--- src/verilog/nes_glue_pkg.sv ---
//////////////////////////////////////////////////
// shared constants for the NES core glue logic
// bridge addresses are compared over all 32 bits
// key positions follow the handheld key bitmap
//////////////////////////////////////////////////

package nes_glue_pkg;

  //////////////////////////////////////////////////
  // bridge bus and settings

  localparam int bridge_addr_w = 32;

  localparam logic [bridge_addr_w-1:0] addr_hide_overscan = 32'h0000_0200;
  localparam logic [bridge_addr_w-1:0] addr_mask_edges    = 32'h0000_0204;
  localparam logic [bridge_addr_w-1:0] addr_extra_sprites = 32'h0000_0208;
  localparam logic [bridge_addr_w-1:0] addr_palette       = 32'h0000_020C;
  localparam logic [bridge_addr_w-1:0] addr_multitap      = 32'h0000_0300;
  localparam logic [bridge_addr_w-1:0] addr_yb_map        = 32'h0000_0310;

  localparam int mask_edges_w = 2;
  localparam int palette_w    = 3;

  //////////////////////////////////////////////////
  // controllers and NES pads

  localparam int key_w       = 16;
  localparam int nes_pad_w   = 8;
  localparam int max_players = 4;

  // NES button order inside a pad vector
  localparam int nes_btn_a      = 0;
  localparam int nes_btn_b      = 1;
  localparam int nes_btn_select = 2;
  localparam int nes_btn_start  = 3;
  localparam int nes_btn_up     = 4;
  localparam int nes_btn_down   = 5;
  localparam int nes_btn_left   = 6;
  localparam int nes_btn_right  = 7;

  // bits of the controller key word
  localparam int key_up     = 0;
  localparam int key_down   = 1;
  localparam int key_left   = 2;
  localparam int key_right  = 3;
  localparam int key_face_a = 4;
  localparam int key_face_b = 5;
  localparam int key_face_y = 7;
  localparam int key_select = 14;
  localparam int key_start  = 15;

  //////////////////////////////////////////////////
  // video

  localparam int rgb_w             = 24;
  localparam int slot_overscan_bit = 13;

  // defaults for the top level
  localparam int def_num_players = 4;
  localparam int def_hs_delay    = 7;

endpackage

--- src/verilog/bridge_settings_decode.sv ---
//////////////////////////////////////////////////
// option registers written over the bridge bus
// writes take effect on the strobe edge, no readback
// unknown addresses are ignored
//////////////////////////////////////////////////

`timescale 1ns/1ps

module bridge_settings_decode
  import nes_glue_pkg::*;
(
  input  logic                     clk_74a,
  input  logic                     pll_core_locked,
  input  logic                     bridge_wr,
  input  logic [bridge_addr_w-1:0] bridge_addr,
  input  logic [bridge_addr_w-1:0] bridge_wr_data,
  output logic                     hide_overscan,
  output logic [mask_edges_w-1:0]  mask_vid_edges,
  output logic                     allow_extra_sprites,
  output logic [palette_w-1:0]     selected_palette,
  output logic                     multitap_enabled,
  output logic                     yb_map_enable
);

  //////////////////////////////////////////////////
  // write decode

  // full address match, only the low data bits land in a field
  always_ff @(posedge clk_74a or negedge pll_core_locked) begin
    if (!pll_core_locked) begin
      hide_overscan       <= 1'b0;
      mask_vid_edges      <= '0;
      allow_extra_sprites <= 1'b0;
      selected_palette    <= '0;
      multitap_enabled    <= 1'b0;
      yb_map_enable       <= 1'b0;
    end else if (bridge_wr) begin
      case (bridge_addr)
        addr_hide_overscan: begin
          hide_overscan <= bridge_wr_data[0];
        end
        addr_mask_edges: begin
          mask_vid_edges <= bridge_wr_data[mask_edges_w-1:0];
        end
        addr_extra_sprites: begin
          allow_extra_sprites <= bridge_wr_data[0];
        end
        addr_palette: begin
          selected_palette <= bridge_wr_data[palette_w-1:0];
        end
        addr_multitap: begin
          multitap_enabled <= bridge_wr_data[0];
        end
        addr_yb_map: begin
          yb_map_enable <= bridge_wr_data[0];
        end
        default: begin
          // other bridge traffic belongs to other devices
        end
      endcase
    end
  end

  //////////////////////////////////////////////////
  // checks

  // settings only move on a write strobe
  a_settings_hold : assert property (
    @(posedge clk_74a) disable iff (!pll_core_locked)
    !bridge_wr |=> $stable({hide_overscan, mask_vid_edges, allow_extra_sprites,
                            selected_palette, multitap_enabled, yb_map_enable})
  ) else $error("settings changed without a bridge write");

endmodule

--- src/verilog/nes_core_glue.sv ---
//////////////////////////////////////////////////
// glue logic top level around the NES core
// one clock, clk_74a, reset from pll lock
//////////////////////////////////////////////////

`timescale 1ns/1ps

module nes_core_glue
  import nes_glue_pkg::*;
#(
  parameter int num_players = def_num_players,
  parameter int hs_delay    = def_hs_delay
) (
  input  logic                     clk_74a,
  input  logic                     pll_core_locked,

  // bridge bus
  input  logic [bridge_addr_w-1:0] bridge_addr,
  input  logic                     bridge_wr,
  input  logic [bridge_addr_w-1:0] bridge_wr_data,

  // controllers
  input  logic [key_w-1:0]         cont1_key,
  input  logic [key_w-1:0]         cont2_key,
  input  logic [key_w-1:0]         cont3_key,
  input  logic [key_w-1:0]         cont4_key,

  // video from the core
  input  logic                     h_blank,
  input  logic                     v_blank,
  input  logic                     hsync_in,
  input  logic                     vsync_in,
  input  logic [rgb_w-1:0]         rgb_in,

  // settings
  output logic                     hide_overscan,
  output logic [mask_edges_w-1:0]  mask_vid_edges,
  output logic                     allow_extra_sprites,
  output logic [palette_w-1:0]     selected_palette,
  output logic                     multitap_enabled,
  output logic                     yb_map_enable,

  // NES pads
  output logic [nes_pad_w-1:0]     p1_pad,
  output logic [nes_pad_w-1:0]     p2_pad,
  output logic [nes_pad_w-1:0]     p3_pad,
  output logic [nes_pad_w-1:0]     p4_pad,

  // video to the scaler
  output logic [rgb_w-1:0]         video_rgb,
  output logic                     video_de,
  output logic                     video_hs,
  output logic                     video_vs
);

  bridge_settings_decode i_decode (
    .clk_74a            (clk_74a),
    .pll_core_locked    (pll_core_locked),
    .bridge_wr          (bridge_wr),
    .bridge_addr        (bridge_addr),
    .bridge_wr_data     (bridge_wr_data),
    .hide_overscan      (hide_overscan),
    .mask_vid_edges     (mask_vid_edges),
    .allow_extra_sprites(allow_extra_sprites),
    .selected_palette   (selected_palette),
    .multitap_enabled   (multitap_enabled),
    .yb_map_enable      (yb_map_enable)
  );

  pad_map #(
    .num_players(num_players)
  ) i_pad_map (
    .clk_74a        (clk_74a),
    .pll_core_locked(pll_core_locked),
    .yb_map_enable  (yb_map_enable),
    .cont1_key      (cont1_key),
    .cont2_key      (cont2_key),
    .cont3_key      (cont3_key),
    .cont4_key      (cont4_key),
    .p1_pad         (p1_pad),
    .p2_pad         (p2_pad),
    .p3_pad         (p3_pad),
    .p4_pad         (p4_pad)
  );

  video_out_shaper #(
    .hs_delay(hs_delay)
  ) i_video (
    .clk_74a        (clk_74a),
    .pll_core_locked(pll_core_locked),
    .hide_overscan  (hide_overscan),
    .h_blank        (h_blank),
    .v_blank        (v_blank),
    .hsync_in       (hsync_in),
    .vsync_in       (vsync_in),
    .rgb_in         (rgb_in),
    .video_rgb      (video_rgb),
    .video_de       (video_de),
    .video_hs       (video_hs),
    .video_vs       (video_vs)
  );

endmodule

--- src/verilog/pad_map.sv ---
//////////////////////////////////////////////////
// key words to NES pads, one cycle of latency
// players above num_players read as all zeros
// only player 1 has the Y/B remap
//////////////////////////////////////////////////

`timescale 1ns/1ps

module pad_map
  import nes_glue_pkg::*;
#(
  parameter int num_players = 4
) (
  input  logic                 clk_74a,
  input  logic                 pll_core_locked,
  input  logic                 yb_map_enable,
  input  logic [key_w-1:0]     cont1_key,
  input  logic [key_w-1:0]     cont2_key,
  input  logic [key_w-1:0]     cont3_key,
  input  logic [key_w-1:0]     cont4_key,
  output logic [nes_pad_w-1:0] p1_pad,
  output logic [nes_pad_w-1:0] p2_pad,
  output logic [nes_pad_w-1:0] p3_pad,
  output logic [nes_pad_w-1:0] p4_pad
);

  // remap moves A to face B and B to face Y
  function automatic logic [nes_pad_w-1:0] map_keys(input logic [key_w-1:0] key,
                                                    input logic             remap);
    logic [nes_pad_w-1:0] pad;
    pad                 = '0;
    pad[nes_btn_a]      = remap ? key[key_face_b] : key[key_face_a];
    pad[nes_btn_b]      = remap ? key[key_face_y] : key[key_face_b];
    pad[nes_btn_select] = key[key_select];
    pad[nes_btn_start]  = key[key_start];
    pad[nes_btn_up]     = key[key_up];
    pad[nes_btn_down]   = key[key_down];
    pad[nes_btn_left]   = key[key_left];
    pad[nes_btn_right]  = key[key_right];
    return pad;
  endfunction

  logic [key_w-1:0]     keys [max_players];
  logic [nes_pad_w-1:0] pads [max_players];

  assign keys[0] = cont1_key;
  assign keys[1] = cont2_key;
  assign keys[2] = cont3_key;
  assign keys[3] = cont4_key;

  //////////////////////////////////////////////////
  // per player registers

  for (genvar p = 0; p < max_players; p++) begin : g_player
    if (p < num_players) begin : g_on
      logic [nes_pad_w-1:0] pad_q;

      always_ff @(posedge clk_74a or negedge pll_core_locked) begin
        if (!pll_core_locked) begin
          pad_q <= '0;
        end else begin
          pad_q <= map_keys(keys[p], (p == 0) ? yb_map_enable : 1'b0);
        end
      end

      assign pads[p] = pad_q;
    end else begin : g_off
      assign pads[p] = '0;
    end
  end

  assign p1_pad = pads[0];
  assign p2_pad = pads[1];
  assign p3_pad = pads[2];
  assign p4_pad = pads[3];

  // pads must be clean once out of reset
  a_pads_known : assert property (
    @(posedge clk_74a) disable iff (!pll_core_locked)
    !$isunknown({p1_pad, p2_pad, p3_pad, p4_pad})
  ) else $error("pad output unknown after reset");

endmodule

--- src/verilog/video_out_shaper.sv ---
//////////////////////////////////////////////////
// registers video towards the scaler
// first blanked cycle after active video carries
// the slot word, hsync delayed by hs_delay cycles,
// vsync cut down to a one cycle pulse
//////////////////////////////////////////////////

`timescale 1ns/1ps

module video_out_shaper
  import nes_glue_pkg::*;
#(
  parameter int hs_delay = 7
) (
  input  logic             clk_74a,
  input  logic             pll_core_locked,
  input  logic             hide_overscan,
  input  logic             h_blank,
  input  logic             v_blank,
  input  logic             hsync_in,
  input  logic             vsync_in,
  input  logic [rgb_w-1:0] rgb_in,
  output logic [rgb_w-1:0] video_rgb,
  output logic             video_de,
  output logic             video_hs,
  output logic             video_vs
);

  localparam int cnt_w = $clog2(hs_delay + 1);

  logic             de;
  logic             de_prev;
  logic             hs_prev;
  logic             vs_prev;
  logic [cnt_w-1:0] hs_cnt;
  logic [rgb_w-1:0] slot_rgb;

  // active video when neither blank is set
  assign de = ~(h_blank | v_blank);

  // slot word, everything zero except the overscan flag
  assign slot_rgb = rgb_w'(hide_overscan) << slot_overscan_bit;

  //////////////////////////////////////////////////
  // data enable and colour

  always_ff @(posedge clk_74a or negedge pll_core_locked) begin
    if (!pll_core_locked) begin
      video_de  <= 1'b0;
      video_rgb <= '0;
      de_prev   <= 1'b0;
    end else begin
      video_de <= de;
      de_prev  <= de;
      if (de) begin
        video_rgb <= rgb_in;
      end else if (de_prev) begin
        // falling edge of enable
        video_rgb <= slot_rgb;
      end else begin
        video_rgb <= '0;
      end
    end
  end

  //////////////////////////////////////////////////
  // horizontal sync

  // a rising edge loads the counter, pulse when it passes 1
  always_ff @(posedge clk_74a or negedge pll_core_locked) begin
    if (!pll_core_locked) begin
      hs_prev  <= 1'b0;
      hs_cnt   <= '0;
      video_hs <= 1'b0;
    end else begin
      hs_prev  <= hsync_in;
      video_hs <= (hs_cnt == cnt_w'(1));
      if (hsync_in && !hs_prev) begin
        hs_cnt <= cnt_w'(hs_delay);
      end else if (hs_cnt != '0) begin
        hs_cnt <= hs_cnt - cnt_w'(1);
      end
    end
  end

  //////////////////////////////////////////////////
  // vertical sync

  always_ff @(posedge clk_74a or negedge pll_core_locked) begin
    if (!pll_core_locked) begin
      vs_prev  <= 1'b0;
      video_vs <= 1'b0;
    end else begin
      vs_prev  <= vsync_in;
      video_vs <= vsync_in & ~vs_prev;
    end
  end

  // syncs to the scaler are single cycle pulses
  a_hs_pulse : assert property (
    @(posedge clk_74a) disable iff (!pll_core_locked)
    video_hs |=> !video_hs
  ) else $error("video_hs high for more than one cycle");

  a_vs_pulse : assert property (
    @(posedge clk_74a) disable iff (!pll_core_locked)
    video_vs |=> !video_vs
  ) else $error("video_vs high for more than one cycle");

endmodule
--- config.mk ---
export PLATFORM = sky130hd
export DESIGN_NAME = nes_core_glue
export DESIGN_NICKNAME = d
export VERILOG_FILES = /design/src/verilog/nes_glue_pkg.sv /design/src/verilog/bridge_settings_decode.sv /design/src/verilog/nes_core_glue.sv /design/src/verilog/pad_map.sv /design/src/verilog/video_out_shaper.sv
export SDC_FILE = /design/constraint.sdc
export NUM_CORES = 1
export LEC_CHECK = 0
export ABC_AREA = 1
export ABC_CLOCK_PERIOD_IN_PS = 1420
export BUFFER_PORTS_ARGS = -buffer_cell sky130_fd_sc_hd__buf_2
export CORE_MARGIN = 4
export CORE_UTILIZATION = 30
export CTS_BUF_LIST = sky130_fd_sc_hd__clkbuf_16
export DETAILED_ROUTE_END_ITERATION = 12
export PLACE_DENSITY_LB_ADDON = 0.2
export REMOVE_ABC_BUFFERS = 1
export SYNTH_ARGS = -nofsm -noshare
export SYNTH_HDL_FRONTEND = slang
export SYNTH_HIERARCHICAL = 1
export SYNTH_SLANG_ARGS = --single-unit
--- constraint.sdc ---
create_clock -name clk_74a -period 1.42 [get_ports clk_74a]
set_input_delay 0.142 -clock clk_74a [delete_from_list [all_inputs] [get_ports clk_74a]]
set_output_delay 0.142 -clock clk_74a [all_outputs]
set_load 0.03 [all_outputs]
# After elaboration in Yosys (flattened, before gate mapping)
# Index checks and enable logic that the tools add are counted.
# op_classes
add_sub_neg,1
eq_ne,7
bitwise_logic,4
reduce_logical,10
mux,6
# op_table
operator,n
32-bit by 10-bit == test with 1-bit output (second input constant),6
24-bit 2-to-1 mux,1
14-bit 2-to-1 mux,1
2-bit AND reduction,6
3-bit 2-to-1 mux,2
3-bit by 1-bit == test with 1-bit output (second input constant),1
3-bit nonzero test,1
3-bit by 1-bit subtractor with 3-bit output (second input constant),1
1-bit 2-to-1 mux,2
1-bit NOT,2
2-bit nonzero test,1
1-bit bitwise AND,1
1-bit logical AND,1
1-bit logical NOT,1
1-bit OR,1
# word_totals
word_cells,45
ff_bits,73

# Longest topological paths before layout
# depth
depth_word,3
depth_mapped,9
mapped_depth_nobuf,9

# Modules after synthesis
# Netlist, hierarchy kept.
# modules_own_cells
mod,cells_each,n_inst,area_per_inst_um2
video_out_shaper,110,1,1214.9
pad_map,39,1,827.0
bridge_settings_decode,140,1,807.0

# Worst setup path after synthesis
# Ideal clock, no wire load.
# synth_timing
path_type,register -> register
startpoint,reg i_video.hs_cnt[0]
endpoint,reg i_video.hs_cnt[0]
setup_ns,0.126
arrival_time_ns,0.826
t_required_ns,1.294
path_slack_ns,0.468
path_stages_with_launch,6
cell_sequence,dfrtp_1 -> inv_1 -> ha_1 -> nand2_1 -> nand2_1 -> nand3_1
# synth_between
elab_chain_cells,3
word_cells_on_any_way,5
classes_between,add/sub (1); mux (2); reduce/logical (2)
# synth_rtl
item,line_no,text
from (decl),video_out_shaper.sv:35,logic [cnt_w-1:0] hs_cnt;
from (signal assigned),video_out_shaper.sv:79,hs_cnt <= cnt_w'(hs_delay);
from (signal assigned),video_out_shaper.sv:81,hs_cnt <= hs_cnt - cnt_w'(1);
3-bit by 1-bit subtractor with 3-bit output,video_out_shaper.sv:81,
3-bit 2-to-1 mux,video_out_shaper.sv:80,end else if (hs_cnt != '0) begin
3-bit 2-to-1 mux,video_out_shaper.sv:78,if (hsync_in && !hs_prev) begin
# Parallel ways exist; a longest one is shown, timed or not. The select of a mux whose other input is x is not followed.
# A chain may end at the register's enable or synchronous reset.

# Final worst setup path
# layout_timing
startpoint,in h_blank
endpoint,reg i_video.de_prev
# layout_between
elab_chain_cells,2
# layout_rtl
item,line_no,text
from (decl),nes_core_glue.sv:29,"input logic h_blank,"
1-bit OR,video_out_shaper.sv:39,assign de = ~(h_blank | v_blank);
1-bit NOT,video_out_shaper.sv:39,
via i_video.de,video_out_shaper.sv:31,logic de;
to (signal assigned),video_out_shaper.sv:51,de_prev <= 1'b0;
to (signal assigned),video_out_shaper.sv:54,de_prev <= de;
to (decl),video_out_shaper.sv:32,logic de_prev;
# The timed path passes the listed nets, and every way through them passes these cells.

==> reports/metrics.yaml <==
wire_per_inst_um: 11.7
vias: 2539
hp-class: "input pin to flop"
max_slew_margin_pct: 74.4
cts_max_path_buffers: 2
power_leakage_nw: 2.51
dp_cells: 583
grt.total_usage_pct: 13.1
ant_nets: 0
max_freq_ghz: 0.842
gp_congestion: 0.750
htreeDepth: 3
final_cell_mix: "buf_2, dfrtp_1, nand2_1"
fin_crit_sh_pct: 83.7
final_hold_viol_count: 0
antenna_found_initial: 0
outcome: "complete, no violations"
cts.clk_slew.worst_paths_ps: 60
clock_latency_ps: 320
cp_max_fo: 4
reg2reg_depth: 5
syn_avg_cell_area_sq_um: 9.86
use_met1_pct: 14.5
cts_buffers: 9
tritoncts: "done"
fp.dieW_um: 105
portBuffers: 166
r2r-start: "i_video/hs_cnt[0]"
synth_area_leaders: "dfrtp_1, nand2_1, inv_1"
yosysWarnings: 6
grt_start_max_net_pins: 74
drive_gt1_share_pct: 44.6
overflow: 0
r2r_slack_ps: 330
first_pass_iters: 4
synth_top_area_cell: "dfrtp_1"
period_minus_slack_ps: 1190
cts_root_buffer: "clkbuf_16"
finalSetupViolations: 0
diodes: 0
holdWs_ps: 21.0
p_per_area_nw_per_um2: 1160
use_met2_pct: 23.9
total_power_mw: 5.20
dp_hpwl_um: 5480
ir_drop_mv: 0.488
final_cells: 634
drc: 0
synth-seq-cells: 73
start_util_pct: 30.8
netlist_area_sq_um: 2850
start_kind: "input pin"
grt_pass1_wl_um: 11600
worstMarginPinSlew_ps: 384
clock_sinks: 73
die_h_um: 105
design.die.area_sq_um: 11100
rows: 35
core-area_sq_um: 9240
r2r-end: "i_video/hs_cnt[0]"
drv_slew: 0
grt_pass1_vias: 2516
whs_path_depth: 3
area_growth_pct: 57.7
seq_area_frac_synth_pct: 64.1
tns_ps: 0
rsz0062_at_grt: "false"
met3_usage_pct: 3.74
fin_skew_ps: 5.09
yosys.cell_types.count: 16
ios: 227
yosysTopAreaCellShare_pct: 64.1
critical_path_class: "input pin to flop"
drt_iter0_drc: 59
postCtsSetupBuffers: 0
arrival_ps: 1450
end_kind: "flop"
viasPerCell: 4.00
layout_commonest_cell: "buf_2"
gr-max-usage-layer: "met2"
cap_viol_max_count: 0
endpoint: "i_video/de_prev"
layout.nets: 662
cp.required_ps: 1680
critPathLaunch: "h_blank"
netlist_instances: 289
wirelength_um: 7390
cells by family after synthesis:
kind of cell,after synthesis,share of synthesized area [%]
buf+inv,56,7.99
simple gates,156,26.4
flops,73,64.1
compound gates,1,0.176
fa+ha+maj,3,1.32
worst max-delay path: stages:
cell and delay [ps]:
dlygate4sd3_1 520, buf_2 130, nor2_4 100, dlygate4sd3_1 550
through the flow:
step                      util (%)  setup slack (ps)  area (sq um)
after floorplan                  -               468          2820
after global placement        41.7               276          3860
after detailed placement      41.7               270          3860
after CTS                     48.6               236          4490
after global routing          48.6               192          4490
final                         48.6               232          4490
routing by layer:
metal	vias to the layer above	wire length, um
met4	0	79
met3	10	521
met2	94	4000
li1	1268	-
met5	-	0
met1	1167	2790
repair_timing:
| item | in CTS | in global routing |
|---|---|---|
| hold endpoints to repair | 106 | 0 |
| resized for setup | 0 | 0 |
| hold buffers | 35 | 0 |
sequential cells by signal, summed over array words and instances, names as in the netlist:
name	count
i_pad_map/p2_pad	8
i_pad_map/p4_pad	8
i_video/video_hs	1
i_decode/selected_palette	3
i_pad_map/p1_pad	8
i_pad_map/p3_pad	8
i_video/hs_prev	1
i_video/hs_cnt	3
i_video/vs_prev	1
i_video/video_rgb	24
i_decode/hide_overscan	1
i_decode/mask_vid_edges	2
i_decode/allow_extra_sprites	1
i_video/de_prev	1
i_decode/yb_map_enable	1
i_decode/multitap_enabled	1
i_video/video_vs	1
Yosys cell counts:
library cell  instances
dfrtp_1              73
nand2_1              61
inv_1                48
nor2_1               40
nor2_2               22
nand3_1              19
nor2_4                7
inv_2                 4
ha_1                  3
nand2_2               3
buf_6                 2
nand2_4               2
nand3_2               2
buf_2                 1
clkinv_2              1
o21ai_0               1
worst min path at each step:
stage                                from                      endpoint
after global routing           rgb_in[10]         i_video/video_rgb[10]
after CTS                    cont1_key[4]           i_pad_map/p1_pad[0]
after global placement    pll_core_locked           i_pad_map/p4_pad[7]
after detailed placement  pll_core_locked           i_pad_map/p4_pad[7]
final                        cont1_key[4]           i_pad_map/p1_pad[0]
after floorplan           pll_core_locked  i_decode/allow_extra_sprites
power breakdown:
group / leakage [nW] / internal [mW] / switching (mW) / total, mW
Clock: 0.131 / 1.21 / 0.905 / 2.12
Combinational: 1.46 / 0.331 / 0.501 / 0.832
Sequential: 0.917 / 2.20 / 0.0506 / 2.25
Total: 2.51 / 3.75 / 1.46 / 5.20
final cells by class:
type	instances	area, sq um
tap	129	161
timing repair buffer	203	1220
clock inverter	7	60.1
fill	906	4750
clock buffer	9	225
inverter	53	200
sequential	73	1830
multi-input combinational	160	795
Note: power is estimated with default switching activity, not from simulation.
